==> src/issue_pkg.sv <==
package issue_pkg;

    // widths fixed by the RV64I instruction set
    localparam int REG_COUNT   = 32;
    localparam int REG_ADDR_W  = 5;
    localparam int IMM_SHORT_W = 32;
    localparam int XLEN        = 64;
    localparam int PIPE_W      = 4;

    typedef logic [REG_ADDR_W-1:0]  reg_addr_t;
    typedef logic [REG_COUNT-1:0]   reg_mask_t;
    typedef logic [IMM_SHORT_W-1:0] imm_short_t;
    typedef logic [XLEN-1:0]        imm_t;

    // x0 is hardwired to zero, so it never takes a reservation
    localparam reg_mask_t REG_ZERO_MASK = reg_mask_t'(1);

    // target execution unit of a bundle, any other code names no unit
    typedef enum logic [PIPE_W-1:0] {
        PIPE_XARITH = 4'd1,
        PIPE_XLOGIC = 4'd2
    } pipe_e;

    typedef struct packed {
        logic       word;
        logic       branch_invert;
        logic       branch_equal;
        logic       cmp_mode;
        // unsigned compare, the plain name is a reserved word
        logic       is_unsigned;
        logic       sub;
        logic [1:0] opsel;
    } xarith_ctrl_t;

    typedef struct packed {
        logic       word;
        logic [1:0] sll;
        logic       invert;
        logic [2:0] opsel;
    } xlogic_ctrl_t;

    // one decoded instruction as handed over by decode
    typedef struct packed {
        xlogic_ctrl_t xlogic;
        xarith_ctrl_t xarith;
        logic         op2_sel;
        pipe_e        pipeline;
        imm_short_t   imm;
        reg_addr_t    rd;
        reg_addr_t    rs2;
        reg_addr_t    rs1;
        logic         spare;
    } issue_bundle_t;

    // banksel picks (rs1, rs2) when low and (rs3, rs4) when high
    typedef struct packed {
        logic         banksel;
        logic         op2_sel;
        imm_t         imm;
        xarith_ctrl_t ctrl;
        reg_addr_t    rd;
    } xarith_cmd_t;

    typedef struct packed {
        logic         banksel;
        logic         op2_sel;
        imm_t         imm;
        xlogic_ctrl_t ctrl;
        reg_addr_t    rd;
    } xlogic_cmd_t;

    // PAIR_SECOND means bundle 0 already left and bundle 1 still waits
    typedef enum logic {
        PAIR_BOTH   = 1'b0,
        PAIR_SECOND = 1'b1
    } pair_state_e;

    // the bundle carries a short immediate, the units want a full XLEN operand
    function automatic imm_t sext_imm(input imm_short_t imm);
        return imm_t'(signed'(imm));
    endfunction

endpackage
==> src/warp_issue.sv <==
`timescale 1ns/1ps

module warp_issue (
    input  logic                      i_clk,
    input  logic                      i_rst_n,
    input  logic                      i_valid,
    input  issue_pkg::issue_bundle_t  i_bundle0,
    input  issue_pkg::issue_bundle_t  i_bundle1,
    output logic                      o_input_ready,
    output issue_pkg::reg_addr_t      o_rs1_addr,
    output issue_pkg::reg_addr_t      o_rs2_addr,
    output issue_pkg::reg_addr_t      o_rs3_addr,
    output issue_pkg::reg_addr_t      o_rs4_addr,
    output issue_pkg::xarith_cmd_t    o_xarith_cmd,
    output logic                      o_xarith_valid,
    input  logic                      i_xarith_ready,
    output issue_pkg::xlogic_cmd_t    o_xlogic_cmd,
    output logic                      o_xlogic_valid,
    input  logic                      i_xlogic_ready,
    input  issue_pkg::reg_mask_t      i_retire0,
    input  issue_pkg::reg_mask_t      i_retire1
);

    logic clear0;
    logic clear1;
    logic send0;
    logic send1;
    logic xarith_go;
    logic xarith_sel1;
    logic xlogic_go;
    logic xlogic_sel1;

    issue_scoreboard scoreboard_i (
        .i_clk     (i_clk),
        .i_rst_n   (i_rst_n),
        .i_bundle0 (i_bundle0),
        .i_bundle1 (i_bundle1),
        .i_send0   (send0),
        .i_send1   (send1),
        .i_retire0 (i_retire0),
        .i_retire1 (i_retire1),
        .o_clear0  (clear0),
        .o_clear1  (clear1)
    );

    issue_pair_ctrl pair_ctrl_i (
        .i_clk          (i_clk),
        .i_rst_n        (i_rst_n),
        .i_valid        (i_valid),
        .i_bundle0      (i_bundle0),
        .i_bundle1      (i_bundle1),
        .i_clear0       (clear0),
        .i_clear1       (clear1),
        .i_xarith_ready (i_xarith_ready),
        .i_xlogic_ready (i_xlogic_ready),
        .o_send0        (send0),
        .o_send1        (send1),
        .o_input_ready  (o_input_ready),
        .o_xarith_go    (xarith_go),
        .o_xarith_sel1  (xarith_sel1),
        .o_xlogic_go    (xlogic_go),
        .o_xlogic_sel1  (xlogic_sel1)
    );

    issue_xarith_port xarith_port_i (
        .i_clk     (i_clk),
        .i_rst_n   (i_rst_n),
        .i_bundle0 (i_bundle0),
        .i_bundle1 (i_bundle1),
        .i_go      (xarith_go),
        .i_sel1    (xarith_sel1),
        .o_cmd     (o_xarith_cmd),
        .o_valid   (o_xarith_valid)
    );

    issue_xlogic_port xlogic_port_i (
        .i_clk     (i_clk),
        .i_rst_n   (i_rst_n),
        .i_bundle0 (i_bundle0),
        .i_bundle1 (i_bundle1),
        .i_go      (xlogic_go),
        .i_sel1    (xlogic_sel1),
        .o_cmd     (o_xlogic_cmd),
        .o_valid   (o_xlogic_valid)
    );

    // the register file is read on the edge a bundle leaves, so its address
    // ports simply track both bundles one cycle behind
    always_ff @(posedge i_clk or negedge i_rst_n) begin
        if (!i_rst_n) begin
            o_rs1_addr <= '0;
            o_rs2_addr <= '0;
            o_rs3_addr <= '0;
            o_rs4_addr <= '0;
        end else begin
            o_rs1_addr <= i_bundle0.rs1;
            o_rs2_addr <= i_bundle0.rs2;
            o_rs3_addr <= i_bundle1.rs1;
            o_rs4_addr <= i_bundle1.rs2;
        end
    end

endmodule

==> src/issue_xlogic_port.sv <==
`timescale 1ns/1ps

module issue_xlogic_port (
    input  logic                      i_clk,
    input  logic                      i_rst_n,
    input  issue_pkg::issue_bundle_t  i_bundle0,
    input  issue_pkg::issue_bundle_t  i_bundle1,
    input  logic                      i_go,
    input  logic                      i_sel1,
    output issue_pkg::xlogic_cmd_t    o_cmd,
    output logic                      o_valid
);

    issue_pkg::issue_bundle_t bundle;
    issue_pkg::xlogic_cmd_t   cmd_d;

    // pick the bundle being launched into the logic unit
    assign bundle = i_sel1 ? i_bundle1 : i_bundle0;

    always_comb begin
        cmd_d.banksel = i_sel1;
        cmd_d.op2_sel = bundle.op2_sel;
        cmd_d.imm     = issue_pkg::sext_imm(bundle.imm);
        cmd_d.ctrl    = bundle.xlogic;
        cmd_d.rd      = bundle.rd;
    end

    always_ff @(posedge i_clk) begin
        if (i_go) begin
            o_cmd <= cmd_d;
        end
    end

    // valid is high for exactly the cycle after a launch
    always_ff @(posedge i_clk or negedge i_rst_n) begin
        if (!i_rst_n) begin
            o_valid <= 1'b0;
        end else begin
            o_valid <= i_go;
        end
    end

endmodule

==> src/issue_xarith_port.sv <==
`timescale 1ns/1ps

module issue_xarith_port (
    input  logic                      i_clk,
    input  logic                      i_rst_n,
    input  issue_pkg::issue_bundle_t  i_bundle0,
    input  issue_pkg::issue_bundle_t  i_bundle1,
    input  logic                      i_go,
    input  logic                      i_sel1,
    output issue_pkg::xarith_cmd_t    o_cmd,
    output logic                      o_valid
);

    issue_pkg::issue_bundle_t bundle;
    issue_pkg::xarith_cmd_t   cmd_d;

    // operands come from whichever bundle is being sent to this unit
    assign bundle = i_sel1 ? i_bundle1 : i_bundle0;

    always_comb begin
        cmd_d.banksel = i_sel1;
        cmd_d.op2_sel = bundle.op2_sel;
        cmd_d.imm     = issue_pkg::sext_imm(bundle.imm);
        cmd_d.ctrl    = bundle.xarith;
        cmd_d.rd      = bundle.rd;
    end

    // the command only changes on a launch and is held otherwise
    always_ff @(posedge i_clk) begin
        if (i_go) begin
            o_cmd <= cmd_d;
        end
    end

    always_ff @(posedge i_clk or negedge i_rst_n) begin
        if (!i_rst_n) begin
            o_valid <= 1'b0;
        end else begin
            o_valid <= i_go;
        end
    end

endmodule

==> src/issue_pair_ctrl.sv <==
`timescale 1ns/1ps

module issue_pair_ctrl (
    input  logic                      i_clk,
    input  logic                      i_rst_n,
    input  logic                      i_valid,
    input  issue_pkg::issue_bundle_t  i_bundle0,
    input  issue_pkg::issue_bundle_t  i_bundle1,
    input  logic                      i_clear0,
    input  logic                      i_clear1,
    input  logic                      i_xarith_ready,
    input  logic                      i_xlogic_ready,
    output logic                      o_send0,
    output logic                      o_send1,
    output logic                      o_input_ready,
    output logic                      o_xarith_go,
    output logic                      o_xarith_sel1,
    output logic                      o_xlogic_go,
    output logic                      o_xlogic_sel1
);

    issue_pkg::pair_state_e state_q;
    issue_pkg::pair_state_e state_d;

    logic b0_xarith;
    logic b0_xlogic;
    logic b1_xarith;
    logic b1_xlogic;
    logic b0_unit_ready;
    logic b1_unit_ready;
    logic same_unit;
    logic same_rd;
    logic b1_after_b0;

    // pipeline decode, a code naming no unit leaves both flags low and the
    // bundle can never transmit
    assign b0_xarith = i_bundle0.pipeline == issue_pkg::PIPE_XARITH;
    assign b0_xlogic = i_bundle0.pipeline == issue_pkg::PIPE_XLOGIC;
    assign b1_xarith = i_bundle1.pipeline == issue_pkg::PIPE_XARITH;
    assign b1_xlogic = i_bundle1.pipeline == issue_pkg::PIPE_XLOGIC;

    assign b0_unit_ready = (b0_xarith && i_xarith_ready) || (b0_xlogic && i_xlogic_ready);
    assign b1_unit_ready = (b1_xarith && i_xarith_ready) || (b1_xlogic && i_xlogic_ready);

    // both bundles share a unit, so they cannot leave in the same cycle
    assign same_unit = (b0_xarith && b1_xarith) || (b0_xlogic && b1_xlogic);

    // in-pair WAW, only relevant while bundle 0 is still in this stage
    assign same_rd = i_bundle0.rd == i_bundle1.rd;

    assign o_send0 = i_valid && (state_q == issue_pkg::PAIR_BOTH)
                     && i_clear0 && b0_unit_ready;

    // bundle 1 may go once bundle 0 is gone, or alongside it when the two
    // do not collide on a unit or a destination
    assign b1_after_b0 = (state_q == issue_pkg::PAIR_SECOND)
                         || (o_send0 && !same_rd && !same_unit);

    assign o_send1 = i_valid && i_clear1 && b1_unit_ready && b1_after_b0;

    // the pair is consumed in the cycle the second bundle leaves
    assign o_input_ready = o_send1;

    // at most one bundle reaches a given unit per cycle
    assign o_xarith_go   = (o_send0 && b0_xarith) || (o_send1 && b1_xarith);
    assign o_xarith_sel1 = o_send1 && b1_xarith;
    assign o_xlogic_go   = (o_send0 && b0_xlogic) || (o_send1 && b1_xlogic);
    assign o_xlogic_sel1 = o_send1 && b1_xlogic;

    always_comb begin
        state_d = state_q;
        case (state_q)
            issue_pkg::PAIR_BOTH: begin
                if (o_send0 && !o_send1) begin
                    state_d = issue_pkg::PAIR_SECOND;
                end
            end
            issue_pkg::PAIR_SECOND: begin
                if (o_send1) begin
                    state_d = issue_pkg::PAIR_BOTH;
                end
            end
            default: begin
                state_d = issue_pkg::PAIR_BOTH;
            end
        endcase
    end

    always_ff @(posedge i_clk or negedge i_rst_n) begin
        if (!i_rst_n) begin
            state_q <= issue_pkg::PAIR_BOTH;
        end else begin
            state_q <= state_d;
        end
    end

endmodule

==> src/issue_scoreboard.sv <==
`timescale 1ns/1ps

module issue_scoreboard (
    input  logic                      i_clk,
    input  logic                      i_rst_n,
    input  issue_pkg::issue_bundle_t  i_bundle0,
    input  issue_pkg::issue_bundle_t  i_bundle1,
    input  logic                      i_send0,
    input  logic                      i_send1,
    input  issue_pkg::reg_mask_t      i_retire0,
    input  issue_pkg::reg_mask_t      i_retire1,
    output logic                      o_clear0,
    output logic                      o_clear1
);

    // one bit per register that has an instruction in flight writing it
    issue_pkg::reg_mask_t reservation;
    issue_pkg::reg_mask_t bundle0_mask;
    issue_pkg::reg_mask_t bundle1_mask;
    issue_pkg::reg_mask_t reserve;
    issue_pkg::reg_mask_t retire;

    function automatic issue_pkg::reg_mask_t one_hot(input issue_pkg::reg_addr_t addr);
        return issue_pkg::reg_mask_t'(1) << addr;
    endfunction

    // every register the bundle touches, rs2 drops out when the immediate
    // takes its place as the second operand
    function automatic issue_pkg::reg_mask_t touch_mask(
        input issue_pkg::issue_bundle_t b
    );
        issue_pkg::reg_mask_t rs2_mask;
        rs2_mask = b.op2_sel ? '0 : one_hot(b.rs2);
        return one_hot(b.rs1) | rs2_mask | one_hot(b.rd);
    endfunction

    assign bundle0_mask = touch_mask(i_bundle0);
    assign bundle1_mask = touch_mask(i_bundle1);

    // a bundle is clear when none of its registers is reserved, which covers
    // RAW on the sources and WAW on the destination
    assign o_clear0 = (reservation & bundle0_mask) == '0;
    assign o_clear1 = (reservation & bundle1_mask) == '0;

    assign retire = i_retire0 | i_retire1;

    always_comb begin
        reserve = '0;
        if (i_send0) begin
            reserve = reserve | one_hot(i_bundle0.rd);
        end
        if (i_send1) begin
            reserve = reserve | one_hot(i_bundle1.rd);
        end
        reserve = reserve & ~issue_pkg::REG_ZERO_MASK;
    end

    // the reserve is applied after the retire so a new writer of the same
    // register keeps its bit
    always_ff @(posedge i_clk or negedge i_rst_n) begin
        if (!i_rst_n) begin
            reservation <= '0;
        end else begin
            reservation <= (reservation & ~retire) | reserve;
        end
    end

endmodule

==> config.mk <==
export PLATFORM = sky130hd
export DESIGN_NAME = warp_issue
export DESIGN_NICKNAME = d
export VERILOG_FILES = /design/src/issue_pkg.sv /design/src/warp_issue.sv /design/src/issue_xlogic_port.sv /design/src/issue_xarith_port.sv /design/src/issue_pair_ctrl.sv /design/src/issue_scoreboard.sv
export SDC_FILE = /design/constraint.sdc
export NUM_CORES = 1
export LEC_CHECK = 0
export BUFFER_PORTS_ARGS = -buffer_cell sky130_fd_sc_hd__buf_2
export CORE_ASPECT_RATIO = 1.75
export CORE_UTILIZATION = 40
export CTS_BUF_LIST = sky130_fd_sc_hd__clkbuf_8
export CTS_CLUSTER_SIZE = 25
export DETAILED_ROUTE_END_ITERATION = 10
export GPL_TIMING_DRIVEN = 0
export HOLD_SLACK_MARGIN = 0.08
export PLACE_DENSITY = 0.68
export SLEW_MARGIN = 20
export SYNTH_ARGS = -nofsm -noshare
export SYNTH_HDL_FRONTEND = slang
export SYNTH_HIERARCHICAL = 1
export SYNTH_SLANG_ARGS = --single-unit
==> constraint.sdc <==
create_clock -name i_clk -period 8.1 [get_ports i_clk]
set_clock_uncertainty 0.15 [all_clocks]
set_input_delay 1.62 -clock i_clk [delete_from_list [all_inputs] [get_ports i_clk]]
set_output_delay 1.62 -clock i_clk [all_outputs]
set_load 0.1 [all_outputs]
# Yosys cells after proc, flatten, opt, wreduce, memory -nomap -nowiden

Cells that the tools add are included.

RAM bits: 0
ROM bits: 0
Bits in latches: 0
Register bits after elaboration: 148
Memories: 0
Word-level logic and storage cells: 89
Input bits: 205
Output and inout bits: 180

Add/sub/neg operators: 0
Bitwise gates (word level): 12
Div/mod/pow operators: 0
Reductions and logical operators: 30
Shifts and indexed selects: 6
Order comparisons: 0
Multipliers: 0
Eq/ne operators: 5
Mux-type cells: 9

Operator list:

| cell                                                                   | number |
|---|---|
| 32-bit bitwise OR                                                      | 7 |
| 1-bit by 5-bit << shifter with 32-bit output (first input constant)    | 6 |
| 32-bit 2-to-1 mux                                                      | 4 |
| 32-bit bitwise AND                                                     | 3 |
| 68-bit 2-to-1 mux                                                      | 1 |
| 32-bit logical NOT                                                     | 2 |
| 61-bit 2-to-1 mux                                                      | 1 |
| 32-bit NOT                                                             | 1 |
| 1-bit logical AND                                                      | 19 |
| 4-bit by 1-bit equality test with 1-bit output (second input constant) | 2 |
| 4-bit by 2-bit equality test with 1-bit output (second input constant) | 2 |
| 1-bit logical OR                                                       | 6 |
| 5-bit equality test                                                    | 1 |
| 1-bit logical NOT                                                      | 3 |
| 1-bit 2-to-1 mux                                                       | 2 |
| 1-bit case mux with 2 select lines                                     | 1 |
| 1-bit NOT                                                              | 1 |

# Logic depth before layout (Yosys ltp)

Gate-level depths: netlist of the first run.

Word-level depth: 16
Mapped depth: 18

# Cells and area by module

Netlist of the first run, hierarchy kept.

By module, submodules not included:

| module            | area an instance (sq um) | cells each | times used |
|---|---|---|---|
| issue_scoreboard  | 4120.2                   | 533        | 1 |
| issue_xarith_port | 2436.1                   | 131        | 1 |
| issue_xlogic_port | 2394.8                   | 129        | 1 |
| warp_issue        | 500.5                    | 20         | 1 |
| issue_pair_ctrl   | 284.0                    | 30         | 1 |

# Least setup slack after synthesis of the first run

No wires, ideal clock.

Path type: input port to flip-flop
From: input i_bundle0[1] in the netlist's numbering
To: register xarith_port_i/o_cmd[0] in the netlist's numbering (enable)
Path slack: 0.269 ns
Stages: 9
Data arrival time: 7.157 ns
Buffers on the path: 1
Library setup time: 0.524 ns
Data required time: 7.426 ns
Cells stage by stage: buf_2 mux4_2 nand3_1 nand4b_1 or4_1 nor4_2 o2111a_2 nor2_2 o31ai_1

Longest elaborated chain between the ends: 13

Ends and longest elaborated chain:

| item                                           | RTL line                | RTL |
|---|---|---|
| start, declared                                | warp_issue.sv:7         | `input issue_pkg::issue_bundle_t i_bundle0,` |
| 1-bit by 5-bit << shifter with 32-bit output * | issue_scoreboard.sv:24  | `return issue_pkg::reg_mask_t'(1) << addr;` |
| 32-bit bitwise OR * (2 in a row)               | issue_scoreboard.sv:34  | `return one_hot(b.rs1) \| rs2_mask \| one_hot(b.rd);` |
| 32-bit bitwise AND *                           | issue_scoreboard.sv:42  | `assign o_clear0 = (reservation & bundle0_mask) == '0;` |
| 32-bit logical NOT *                           | issue_scoreboard.sv:42  |  |
| named net clear0                               | warp_issue.sv:24        | `logic clear0;` |
| 1-bit logical AND * (2 in a row)               | issue_pair_ctrl.sv:52   | `&& i_clear0 && b0_unit_ready;` |
| named net send0                                | warp_issue.sv:26        | `logic send0;` |
| 1-bit logical AND (2 in a row)                 | issue_pair_ctrl.sv:57   | `\|\| (o_send0 && !same_rd && !same_unit);` |
| 1-bit logical OR                               | issue_pair_ctrl.sv:57   |  |
| 1-bit logical AND                              | issue_pair_ctrl.sv:59   | `assign o_send1 = i_valid && i_clear1 && b1_unit_ready && b1_after_b0;` |
| 1-bit logical AND                              | issue_pair_ctrl.sv:65   | `assign o_xarith_go = (o_send0 && b0_xarith) \|\| (o_send1 && b1_xarith);` |
| 1-bit logical OR *                             | issue_pair_ctrl.sv:65   |  |
| named net xarith_go                            | warp_issue.sv:28        | `logic xarith_go;` |
| end signal, assigned                           | issue_xarith_port.sv:31 | `o_cmd <= cmd_d;` |
| end, declared                                  | issue_xarith_port.sv:10 | `output issue_pkg::xarith_cmd_t o_cmd,` |

The timed path passes the listed nets; every way through them passes the cells marked *.
A chain may end at the register's enable or synchronous reset.

# Final worst setup path of the first run

From: input i_bundle1[6] in the netlist's numbering
To: output o_input_ready

Longest elaborated chain between the ends: 9

Ends and longest elaborated chain:

| item                                         | RTL line               | RTL |
|---|---|---|
| start, declared                              | warp_issue.sv:8        | `input issue_pkg::issue_bundle_t i_bundle1,` |
| 1-bit by 5-bit << shifter with 32-bit output | issue_scoreboard.sv:24 |  |
| 32-bit 2-to-1 mux                            | issue_scoreboard.sv:33 | `rs2_mask = b.op2_sel ? '0 : one_hot(b.rs2);` |
| 32-bit bitwise OR (2 in a row)               | issue_scoreboard.sv:34 |  |
| 32-bit bitwise AND                           | issue_scoreboard.sv:43 | `assign o_clear1 = (reservation & bundle1_mask) == '0;` |
| 32-bit logical NOT                           | issue_scoreboard.sv:43 |  |
| named net clear1                             | warp_issue.sv:25       | `logic clear1;` |
| 1-bit logical AND (3 in a row)               | issue_pair_ctrl.sv:59  |  |
| end, declared                                | warp_issue.sv:9        | `output logic o_input_ready,` |

The timed path passes the listed nets, and every way through them passes these cells.

==> flow_results.org, run 1 <==
** Detailed routing
- After detailed routing, the number of remaining DRC violations is 0.
- The pre-antenna-repair detailed-routing pass consisted of 6 iterations.
- Number of vias per cell :: 5.65
- After the first detailed-routing iteration, the DRC count stood at 693.
- Detailed-route via count :: 8,900
- After detailed routing, the average wire length per cell comes to 23.2 um.
- The count of nets left with antenna violations once routing finished came out at 0.
- Summed over all layers, the routed wires come to 36.5 mm.

** Clock tree
- CTS buffer count :: 17
- In this run, post-CTS hold repair placed 0 buffers.
- No sink is reached through more buffers than the 2 on the longest clock path.
- H-tree lvl count :: 4
- For this design, the sink count on the clock tree is 148.
- For the worst-skew pair, the clock arrives at the later sink with an insertion delay of 0.49 ns.
- After clock tree synthesis, the clock-pin slew on the worst setup and hold paths is 0.08 ns.
- The number of gates resized after CTS was 0.
- TritonCTS built the clock tree.
- The tree is rooted in a sky130_fd_sc_hd__clkbuf_8.
- The number of setup buffers added after CTS is 0.

** Timing
- Setup violations remaining at the end of the flow were counted as 0.
- Adding up every negative setup slack in the final design gives 0 ns.
- Tightest Pin Transition :: 1.05 ns
- Final hold violations :: 0
- Setup repair after global routing left no endpoint under its margin.
- After layout, the worst path uses 93.7% of the clock period.
- Timing would allow up to 0.132 GHz.
- The max-slew violation total from the final report was 0.
- Worst slew slack as a fraction of its limit :: 30.3%
- Counting I/O delays and the setup requirement, the final critical path takes 7.59 ns.

** Power and ir drop
- In this run the power density over the cells is 137 nW/um^2.
- Logic gate share of total power :: 18.7%
- In this run the static leakage power is 5.35 nW.
- The clock network is responsible for 33.5% of the overall power.
- Summed over all nets, the switching power comes to 0.000522 W.
- Sequential group share of total power :: 47.7%
- Cell internal power was estimated by the tool at 0.00120 W.
- Net switching is 30.3% of the power.
- The design draws 0.00172 W.
- VDD sags by at most 0.0764 mV.

** Worst setup path
- For the worst setup path, the data required time is 6.33 ns.
- Counting cells, the worst reg-to-reg path comes to 15.
- Capturing element type of the critical path :: output pin
- In this run the worst path has a maximum fanout of 10.
- R2r endpoint :: scoreboard_i/reservation[3]
- Endpoint arrival time on the critical path :: 5.82 ns
- Startpoint kind of the worst setup timing path :: input port
- The worst register-to-register path has a setup slack of 2.96 ns.
- The worst register-to-register path begins at scoreboard_i/reservation[18].
- Critical Setup Path Class :: in2out

** GRT
- The first global-routing pass estimated 53.5 mm of wire.
- The number of antenna violations at the first check in global routing is 3.
- In the global route stage, overall resource usage came out at 29.3%.
- Number of global-route vias before repair :: 8,792
- Largest net degree at the start of global routing :: 56
- For this run the aggregate overflow at the end of global routing stands at 0.

** Worst hold path
- Min-Delay Endpoint :: pair_ctrl_i/state_q
- Counting instances, the worst hold path has a depth of 1.
- Startpoint of the most critical hold path :: pair_ctrl_i/state_q
- Hold Path Class :: reg2reg

** Cells and area
- The library cells used most frequently in the layout, excluding fill and tap cells, are sky130_fd_sc_hd__buf_2 (388), sky130_fd_sc_hd__edfxtp_1 (93), sky130_fd_sc_hd__mux2_4 (82), sky130_fd_sc_hd__buf_4 (69), sky130_fd_sc_hd__dfrtp_1 (55).
- The layout has 2,200 filler cells.
- Relative to the synthesized area, the layout overhead comes to 29.0%.
- Fraction of layout cells with a size suffix above 1 :: 50.9%
- Cells fill 52.5% of the core in the end.
- The count of cells in the finished layout, fillers not included, comes to 1,575.
- Registers take 4170 um^2.
- Multi-input logic area :: 4600 um^2
- Most common library cell in the layout ignoring fill and taps :: sky130_fd_sc_hd__buf_2
- For this run, the post-layout net count is 1,457.

** Floorplanning
- Die boundary height :: 208 um
- Starting density of the core :: 40.7%
- Placement row count :: 75
- Chip Width :: 120 um
- Count of boundary I/O pins :: 385
- The floorplan step defined a core boundary enclosing 23,900 um^2.
- Overall die area :: 25,000 um^2

** Synthesis
- Main synth FF type :: sky130_fd_sc_hd__edfxtp_1
- Average cell area after synthesis :: 11.5 um^2
- FF+latch count, synth :: 148
- Synth Cell Area :: 9740 um^2
- After synthesis, the netlist uses 86 different library cells.
- Share of the yosys chip area belonging to registers :: 42.8%
- Yosys synthesis warning count :: 6
- In the synthesized netlist, the number of instances is 843.
- Number of enable-type register cells in the synthesized netlist :: 93
- The number of nets handed over by synthesis was 1,048.
- FFs w/ async S/R, synth :: 37.2%

** Placement
- At the end of routability-driven placement, the weighted congestion stood at 1.00.
- Port buffering added 382 buffers.
- Once placement completed, the tool counted placed cells totaling 1,541.
- Detailed placement finished with a half-perimeter wire length of 28.7 mm.

** Status
- Run status :: finished clean

** Flow run
- Max-cap viol count :: 0
worst max-delay path: stages:
cell                       delay (ns)
sky130_fd_sc_hd__buf_2           0.08
sky130_fd_sc_hd__clkbuf_1        0.29
sky130_fd_sc_hd__buf_2           0.32
sky130_fd_sc_hd__mux2_2          0.39
sky130_fd_sc_hd__nand3_1         0.10
sky130_fd_sc_hd__o311ai_0        0.15
sky130_fd_sc_hd__nor4_1          0.31
sky130_fd_sc_hd__nand4_1         0.14
sky130_fd_sc_hd__nor4_1          0.71
sky130_fd_sc_hd__nand2_1         0.13
sky130_fd_sc_hd__nor3_2          0.22
sky130_fd_sc_hd__o311ai_4        0.20
sky130_fd_sc_hd__nor3_1          0.58
sky130_fd_sc_hd__buf_2           0.55
layer usage:
metal	track usage [%]	vias to the layer above	routed length, um
met1	27.7	4196	11600
li1	-	3999	-
met5	0	-	12
met3	6.50	133	2620
met4	23.1	2	2820
met2	53.3	570	19400
flip-flops by register name, summed over array words and instances (netlist names):
name                      flops
scoreboard_i/reservation     32
xarith_port_i/o_valid         1
xarith_port_i/o_cmd          47
xlogic_port_i/o_valid         1
o_rs4_addr                    5
o_rs3_addr                    5
xlogic_port_i/o_cmd          46
o_rs2_addr                    5
pair_ctrl_i/state_q           1
o_rs1_addr                    5
cell families (layout without fill, tap and decap cells):
family / count (synthesis) / in the layout / share of synthesized area (%)
AOI/OAI and AO/OA: 131 / 131 / 10.6
xor gates and xnor gates: 5 / 5 / 0.527
buffers and inverters: 134 / 556 / 10.2
DFF: 148 / 148 / 42.8
muxes: 125 / 125 / 17.7
other: 0 / 2 / 0
and+or+nand+nor: 300 / 300 / 18.1
power by group through the flow:
stage	registers [W]	clock network, W	logic, W
6_report	0.000823	0.000578	0.000323
3_3_place_gp	0.000840	0	0.000315
4_1_cts	0.000823	0.000594	0.000322
3_5_place_dp	0.000839	0	0.000322
5_1_grt	0.000824	0.000617	0.000341
2_1_floorplan	0.000906	0	0.000136
Yosys cell counts, types with 6 or more instances:
library cell	count	area (um^2)
sky130_fd_sc_hd__a21oi_1	12	60.1
sky130_fd_sc_hd__a221o_1	13	130
sky130_fd_sc_hd__a22oi_1	18	135
sky130_fd_sc_hd__a31oi_1	7	43.8
sky130_fd_sc_hd__a32oi_1	6	52.6
sky130_fd_sc_hd__and3_1	8	50.1
sky130_fd_sc_hd__buf_12	8	160
sky130_fd_sc_hd__buf_2	7	35.0
sky130_fd_sc_hd__buf_4	68	510
sky130_fd_sc_hd__clkbuf_1	27	101
sky130_fd_sc_hd__dfrtp_1	55	1380
sky130_fd_sc_hd__edfxtp_1	93	2790
sky130_fd_sc_hd__inv_1	11	41.3
sky130_fd_sc_hd__mux2_2	21	236
sky130_fd_sc_hd__mux2_4	82	1230
sky130_fd_sc_hd__mux2i_1	18	180
sky130_fd_sc_hd__nand2_1	45	169
sky130_fd_sc_hd__nand2b_1	17	106
sky130_fd_sc_hd__nand3_1	28	140
sky130_fd_sc_hd__nand3b_1	18	135
sky130_fd_sc_hd__nand4_1	16	100
sky130_fd_sc_hd__nand4b_1	12	105
sky130_fd_sc_hd__nor2_1	47	176
sky130_fd_sc_hd__nor2b_1	15	93.8
sky130_fd_sc_hd__nor3_1	27	135
sky130_fd_sc_hd__nor3b_1	19	143
sky130_fd_sc_hd__nor4_1	9	56.3
sky130_fd_sc_hd__o21ai_0	17	85.1
sky130_fd_sc_hd__o22ai_1	6	37.5
sky130_fd_sc_hd__o32ai_1	6	52.6
layout make-up:
class / instances / area share [%]
Tap cell: 308 / 3.07
Inverter: 11 / 0.329
Buffer: 123 / 7.60
Sequential cell: 148 / 33.2
Timing Repair Buffer: 390 / 16.0
Multi-Input combinational cell: 561 / 36.6
Antenna cell: 2 / 0.0398
Clock inverter: 15 / 1.26
Clock buffer: 17 / 1.86
how the worst max path moves through the flow:
stage	cells after the start	slack [ns]	end	startpoint
after detailed placement	14	0.36	o_input_ready	i_bundle1[6]
after global routing	14	0.28	o_input_ready	i_bundle1[6]
after floorplan	9	0.27	xarith_port_i/o_cmd[0]	i_bundle0[1]
final	14	0.51	o_input_ready	i_bundle1[6]
after global placement	13	-3.52	xlogic_port_i/o_valid	i_bundle1[6]
after CTS	14	0.34	o_input_ready	i_bundle1[6]
through the flow:
stage	worst slack (ns)	instance area (um^2)	hold slack, ns
2_1_floorplan	0.269	9740	0.382
3_3_place_gp	-3.52	12000	0.516
3_5_place_dp	0.364	12200	0.538
4_1_cts	0.339	12600	0.558
5_1_grt	0.281	12600	0.589
6_report	0.513	12600	0.559
Note: power is estimated with default switching activity, not from simulation.
==> run 2, diff against run 1 <==
--- a/config.mk
+++ b/config.mk
@@ -6,14 +6,16 @@
 export NUM_CORES = 1
 export LEC_CHECK = 0
 export BUFFER_PORTS_ARGS = -buffer_cell sky130_fd_sc_hd__buf_2
+export CELL_PAD_IN_SITES_DETAIL_PLACEMENT = 1
+export CELL_PAD_IN_SITES_GLOBAL_PLACEMENT = 1
 export CORE_ASPECT_RATIO = 1.75
-export CORE_UTILIZATION = 40
+export CORE_UTILIZATION = 39
 export CTS_BUF_LIST = sky130_fd_sc_hd__clkbuf_8
 export CTS_CLUSTER_SIZE = 25
 export DETAILED_ROUTE_END_ITERATION = 10
 export GPL_TIMING_DRIVEN = 0
 export HOLD_SLACK_MARGIN = 0.08
-export PLACE_DENSITY = 0.68
+export PLACE_DENSITY_LB_ADDON = 0.1
 export SLEW_MARGIN = 20
 export SYNTH_ARGS = -nofsm -noshare
 export SYNTH_HDL_FRONTEND = slang
==> flow_results.org, run 2 (synthesized netlist as in run 1, its figures left out) <==
** Worst setup path
- In this run the critical register-to-register path is launched from scoreboard_i/reservation[10].
- The most critical setup path has its startpoint at i_bundle0[13].
- Capturing element type of the critical path :: output pin
- At the worst endpoint, the arrival time is 5.43 ns.
- The worst setup path is of the in2out kind.
- Highest fanout seen on the critical path :: 10
- Startpoint kind of the worst setup timing path :: input port
- Worst path required time :: 6.33 ns

** Power and ir drop
- The worst-case IR drop observed on VDD is 0.0856 mV.
- In this run the static leakage power is 5.36 nW.
- Pwr Total :: 0.00174 W
- Total power per unit cell area :: 139 nW/um^2

** Timing
- The max-slew violation total from the final report is 0.
- Tightest Pin Transition :: 1.07 ns
- Headroom to the max-slew limit came out at 28.4%.
- Timing-limited maximum frequency :: 0.139 GHz
- Share of the cycle needed by the critical path after routing :: 88.9%
- Post-layout min period :: 7.20 ns
- Setup repair after global routing left no endpoint under its margin.
- Final hold violations :: 0
- Setup violations, final :: 0

** Clock tree
- H-tree lvl count :: 4
- Sinks on the clock net :: 148
- Post CTS Setup Buffer Count :: 0
- TritonCTS built the clock tree.
- After clock tree synthesis, the clock-pin slew on the worst setup and hold paths is 0.08 ns.
- Maximum clock insertion buffer count :: 2
- Later-pin clock latency in the skew report :: 0.48 ns
- CTS buffer count :: 17
- Total of hold buffers inserted after clock tree synthesis :: 0
- Number of cells upsized or downsized after cts :: 0
- Clock Root Buffer :: sky130_fd_sc_hd__clkbuf_8

** Detailed routing
- After the first detailed-routing iteration, the DRC count stood at 593.
- Detailed-route via count :: 8,970
- Using the TritonRoute via totals, the vias-per-cell ratio works out to 5.68.
- Remaining number of nets flagged by the antenna check after routing :: 0
- First-pass detailed-route iteration total :: 5
- After detailed routing, the average wire length per cell comes to 26.3 um.
- WL final :: 41.5 mm
- Count of unresolved DRC violations after routing :: 0

** Worst hold path
- The worst hold path begins at pair_ctrl_i/state_q.
- Hold Path Class :: reg2reg

** GRT
- GRT Overall Usage :: 32.3%
- Largest net degree at the start of global routing :: 56
- The first global-routing pass estimated 59.2 mm of wire.
- Antenna violations before repair :: 4
- Grt ovf :: 0
- The number of global-route vias before repair came to 9,283.

** Status
- Run status :: finished clean

** Placement
- The congestion estimate from routability-driven global placement came to 0.974.
- Half-perimeter wire length of the detailed placement result :: 32.9 mm
- Port buffering added 382 buffers.

** Floorplanning
- For this configuration, the core starts out at a cell density of 39.7%.
- During I/O placement, the number of pins put on the boundary was 385.
- Overall die area :: 25,600 um^2
- Core region area :: 24,500 um^2
- Die boundary height :: 211 um
- Measured along the x axis, the die boundary spans 121 um.
- The floorplan has 76 rows.

** Cells and area
- Synthesis-to-layout area growth :: 28.9%
- Most common library cell in the layout ignoring fill and taps :: sky130_fd_sc_hd__buf_2
- Commonest cells after routing, fill and taps aside :: sky130_fd_sc_hd__buf_2 (388), sky130_fd_sc_hd__edfxtp_1 (93), sky130_fd_sc_hd__mux2_4 (82), sky130_fd_sc_hd__buf_4 (69), sky130_fd_sc_hd__dfrtp_1 (55)
- The filler cells instantiated in the layout total 2,800.
- Top Registers :: xarith_port_i/o_cmd (47), xlogic_port_i/o_cmd (46), scoreboard_i/reservation (32)
- More flip-flops sit in one register than any other, and that register is xarith_port_i/o_cmd.
- Max reg flops :: 47
- Layout Utilization :: 51.2%
- The net count of the finished layout is 1,455.
- Of the cells placed in the final design, the portion with a size suffix greater than 1 is 50.8%.

** Flow run
- Across the run, the number of max-cap violations was 0.
run 2: changes by cell type in the layout (fill, tap and decap cells not counted):
cell | before | now
sky130_fd_sc_hd__inv_1 | 11 | 13
sky130_fd_sc_hd__buf_8 | 4 | 5
sky130_fd_sc_hd__buf_6 | 10 | 7
sky130_fd_sc_hd__inv_6 | 1 | 2
sky130_fd_sc_hd__clkinv_4 | 5 | 2
sky130_fd_sc_hd__clkbuf_8 | 22 | 24
sky130_fd_sc_hd__clkinv_1 | 3 | 1
sky130_fd_sc_hd__diode_2 | 2 | 3
sky130_fd_sc_hd__inv_8 | 1 | 0
sky130_fd_sc_hd__clkinv_2 | 0 | 1
run 2: worst paths after layout:
path	cells after the start	slack, ns	end
worst max-delay path	12	0.90	o_input_ready
worst min-delay path	1	0.57	pair_ctrl_i/state_q
worst max register to register	14	3.04	scoreboard_i/reservation[3]
worst min register to register	1	0.57	pair_ctrl_i/state_q
max in group asynchronous	1	6.18	pair_ctrl_i/state_q
min in group asynchronous	1	1.07	scoreboard_i/reservation[4]
run 2: through the flow:
stage,TNS (ns),hold WS [ns],std cells,cell area (um^2),worst slack [ns]
floorplan,0,0.382,843,9740,0.269
global placement,-258.57,0.540,1537,12000,-2.93
detailed placement,0,0.547,1543,12200,0.926
CTS,0,0.573,1575,12500,0.919
global route,0,0.608,1577,12600,0.696
finish,0,0.569,1578,12600,0.899
run 2: where the power goes:
part / leakage (nW) / internal (W) / switching [W] / total (W)
clock: 0.199 / 0.000289 / 0.000299 / 0.000588
sequential: 1.56 / 0.000815 / 0.00000838 / 0.000823
combinational: 3.60 / 0.000113 / 0.000215 / 0.000328
total: 5.36 / 0.00122 / 0.000522 / 0.00174
run 2: area by class of cell:
cell class / count / area, um^2 / share of cell area, %
Multi-Input combinational cell: 561 / 4600 / 36.6
Sequential cell: 148 / 4170 / 33.2
Timing Repair Buffer: 388 / 2000 / 15.9
Buffer: 123 / 955 / 7.60
Tap cell: 312 / 390 / 3.11
Clock buffer: 19 / 262 / 2.08
Clock inverter: 13 / 134 / 1.07
Inverter: 11 / 41.3 / 0.329
Antenna cell: 3 / 7.51 / 0.0598
run 2: per-layer routing:
metal  up-vias  part of all wire [%]  global-route usage, %
li1       3990                     -                      -
met1      4374                    33                   30.8
met2       457                    53                   58.8
met3       147                   7.0                   8.40
met4         2                   7.7                   22.9
met5         -                 0.031                      0
run 2: critical path, cell delays in order:
cell                       delay, ns
sky130_fd_sc_hd__buf_2          0.18
sky130_fd_sc_hd__clkbuf_1       0.27
sky130_fd_sc_hd__nand2_1        0.24
sky130_fd_sc_hd__nor2_1         0.11
sky130_fd_sc_hd__a311oi_1       0.32
sky130_fd_sc_hd__nand4b_1       0.15
sky130_fd_sc_hd__or4_1          0.50
sky130_fd_sc_hd__nor4_2         0.57
sky130_fd_sc_hd__o2111a_2       0.48
sky130_fd_sc_hd__nor2_2         0.13
sky130_fd_sc_hd__nor3_1         0.33
sky130_fd_sc_hd__buf_2          0.52
==> run 3, diff against run 2 <==
--- a/config.mk
+++ b/config.mk
@@ -15,7 +15,7 @@
 export DETAILED_ROUTE_END_ITERATION = 10
 export GPL_TIMING_DRIVEN = 0
 export HOLD_SLACK_MARGIN = 0.08
-export PLACE_DENSITY_LB_ADDON = 0.1
+export PLACE_DENSITY_LB_ADDON = 0.25
 export SLEW_MARGIN = 20
 export SYNTH_ARGS = -nofsm -noshare
 export SYNTH_HDL_FRONTEND = slang
==> flow_results.org, run 3 (synthesized netlist as in run 1, its figures left out) <==
** Cells and area
- More flip-flops sit in one register than any other, and that register is xarith_port_i/o_cmd.
- The sequential cells in the finished layout cover a total of 4170 um^2.
- The library cell used most frequently in the layout, excluding fill and tap cells, is sky130_fd_sc_hd__buf_2.
- Commonest cells after routing, fill and taps aside :: sky130_fd_sc_hd__buf_2 (388), sky130_fd_sc_hd__edfxtp_1 (93), sky130_fd_sc_hd__mux2_4 (82), sky130_fd_sc_hd__buf_4 (69), sky130_fd_sc_hd__dfrtp_1 (55)
- The largest registers in the layout are xarith_port_i/o_cmd (47), xlogic_port_i/o_cmd (46), scoreboard_i/reservation (32).
- Fraction of layout cells with a size suffix above 1 :: 51.1%
- The multi-input combinational cells in the finished layout cover a total of 4600 um^2.
- Number of nets in the layout :: 1,457
- Counting the fill cells in the layout gives 2,825.
- Excluding fillers, the count of instances in the completed layout stands at 1,581.
- Compared with the post-synthesis result, the final layout area differs by 29.2%.
- The register with the most flip-flops in the layout has 47 of them.

** Timing
- The worst path in the final design needs a cycle of 7.19 ns, including I/O delays and setup.
- Timing-limited maximum frequency :: 0.139 GHz
- Max Transition Viols Final :: 0
- For the pin with the worst max-slew slack, the measured transition is 0.931 ns.
- Headroom to the max-slew limit came out at 37.9%.
- Of the available clock period, the critical path in the final layout requires 88.8%.
- The number of hold violations in the final report came to 0.
- Setup repair after global routing left no endpoint under its margin.
- Setup violations, final :: 0

** Worst setup path
- The largest individual stage delay along the critical path comes from the cell sky130_fd_sc_hd__nor4_2.
- For the worst setup path, the data required time is 6.33 ns.
- Cell type group with the largest total delay on the critical path :: simple AND/OR/NAND/NOR gates
- In this run the worst path has a maximum fanout of 10.
- Capturing element type of the critical path :: output pin
- STA classifies the critical path startpoint as an input port.
- Cell Chain, Critical Path :: buf_2 -> clkbuf_1 -> nand2_1 -> nor2_1 -> a311oi_1 -> nand4b_1 -> or4_1 -> nor4_2 -> o2111a_2 -> nor2_2 -> nor3_1 -> buf_2
- Data arrives at the worst endpoint at 5.42 ns.
- The critical path contains buffers and inverters numbering 3 combined.
- The worst setup path is of the in2out kind.
- Most used cell, CP :: sky130_fd_sc_hd__buf_2
- Delay contributed by the slowest stage of the critical path :: 0.58 ns

** Detailed routing
- Summed over all layers, the routed wires come to 41.9 mm.
- Count of unresolved DRC violations after routing :: 0
- Remaining number of nets flagged by the antenna check after routing :: 0
- For this run, the detailed router's first-pass iteration total came to 5.
- After the first detailed-routing iteration, the DRC count stood at 617.
- Using the TritonRoute via totals, the vias-per-cell ratio works out to 5.76.
- Per-cell routed wire length :: 26.5 um
- Detailed-route via count :: 9,106

** Clock tree
- The number of setup buffers added after CTS is 0.
- At the later pin of the worst-skew pair, clock insertion delay measures 0.49 ns.
- Total of hold buffers inserted after clock tree synthesis :: 0
- Sinks on the clock net :: 148
- Clock transition at the register clock pins on the worst setup and hold paths after CTS :: 0.08 ns
- The number of clock buffers added by TritonCTS is 17.
- CTS placed an instance of sky130_fd_sc_hd__clkbuf_8 at the clock tree root.
- Maximum clock insertion buffer count :: 2
- The clock tree synthesis step divided the H-tree into 4 levels.
- Gates resized during post-CTS repair numbered 0.
- Clock tree from TritonCTS :: done

** Power and ir drop
- The design draws 0.00176 W.
- IR drop worst, VDD :: 0.0791 mV
- The analysis attributes to cell leakage a power of 5.37 nW.
- Total power per unit cell area :: 140 nW/um^2

** GRT
- For this run, the total global-route usage over all layers was measured as 32.9%.
- Grt ovf :: 0
- Largest net degree at the start of global routing :: 56
- The first global-routing pass estimated 59.8 mm of wire.
- Number of global-route vias before repair :: 9,439
- The number of antenna violations at the first check in global routing is 5.

** Placement
- Summed over all nets, the half-perimeter wirelength after detailed placement is 33.1 mm.
- Placed cell count :: 1,544
- Weighted congestion at the end of routability-driven global placement :: 0.990
- Port Buf Inserts :: 382

** Status
- Run status :: finished clean

** Flow run
- Max-cap viol count :: 0

** Floorplanning
- Chip Width :: 121 um
- Placement row count :: 76
- 385 I/O pins were placed.
- The total area inside the core boundary comes to 24,500 um^2.
- Die boundary height :: 211 um
- Overall die area :: 25,600 um^2
- The initial utilization of the core area, before any placement, comes to 39.7%.

** Worst hold path
- The worst hold path belongs to the class reg2reg.
## run 3: cell type report
cell class	count	share of cell area [%]
Multi-Input combinational cell	561	36.6
Sequential cell	148	33.1
Timing Repair Buffer	390	16.0
Buffer	123	7.59
Tap cell	312	3.10
Clock buffer	18	1.97
Clock inverter	14	1.20
Inverter	11	0.328
Antenna cell	4	0.0796
## run 3: worst paths after layout
kind	startpoint	endpoint	slack, ns	depth (start not counted)
setup / recovery	i_bundle0[13]	o_input_ready	0.91	12
hold / removal	pair_ctrl_i/state_q	pair_ctrl_i/state_q	0.62	1
setup reg to reg	scoreboard_i/reservation[11]	scoreboard_i/reservation[9]	3.06	14
hold reg to reg	pair_ctrl_i/state_q	pair_ctrl_i/state_q	0.62	1
max in group asynchronous	i_rst_n	scoreboard_i/reservation[29]	6.21	1
min in group asynchronous	i_rst_n	o_rs3_addr[4]	1.00	1
## run 3: layer usage
| metal | wire length [um] | GRT usage (%) | up-vias |
|---|---|---|---|
| li1 | - | - | 3991 |
| met1 | 13600 | 31.1 | 4446 |
| met4 | 3330 | 25.9 | 0 |
| met3 | 3340 | 8.29 | 160 |
| met5 | 0 | 0 | - |
| met2 | 21600 | 59.2 | 509 |
## run 3: where the power goes
| part | switching (W) | internal [W] |
|---|---|---|
| Combinational | 0.000218 | 0.000113 |
| Sequential | 0.00000925 | 0.000815 |
| Clock | 0.000320 | 0.000285 |
## run 3: stage by stage
step                TNS [ns]  utilization [%]  hold WS, ns  instance area, um^2  worst slack, ns
floorplan                  0                -        0.382                 9740            0.269
detailed placement         0             49.6        0.606                12200            0.980
global placement     -257.92             49.1        0.570                12000            -2.80
CTS                        0             51.2        0.628                12600            0.956
global route               0             51.3        0.643                12600            0.787
finish                     0             51.3        0.620                12600            0.908
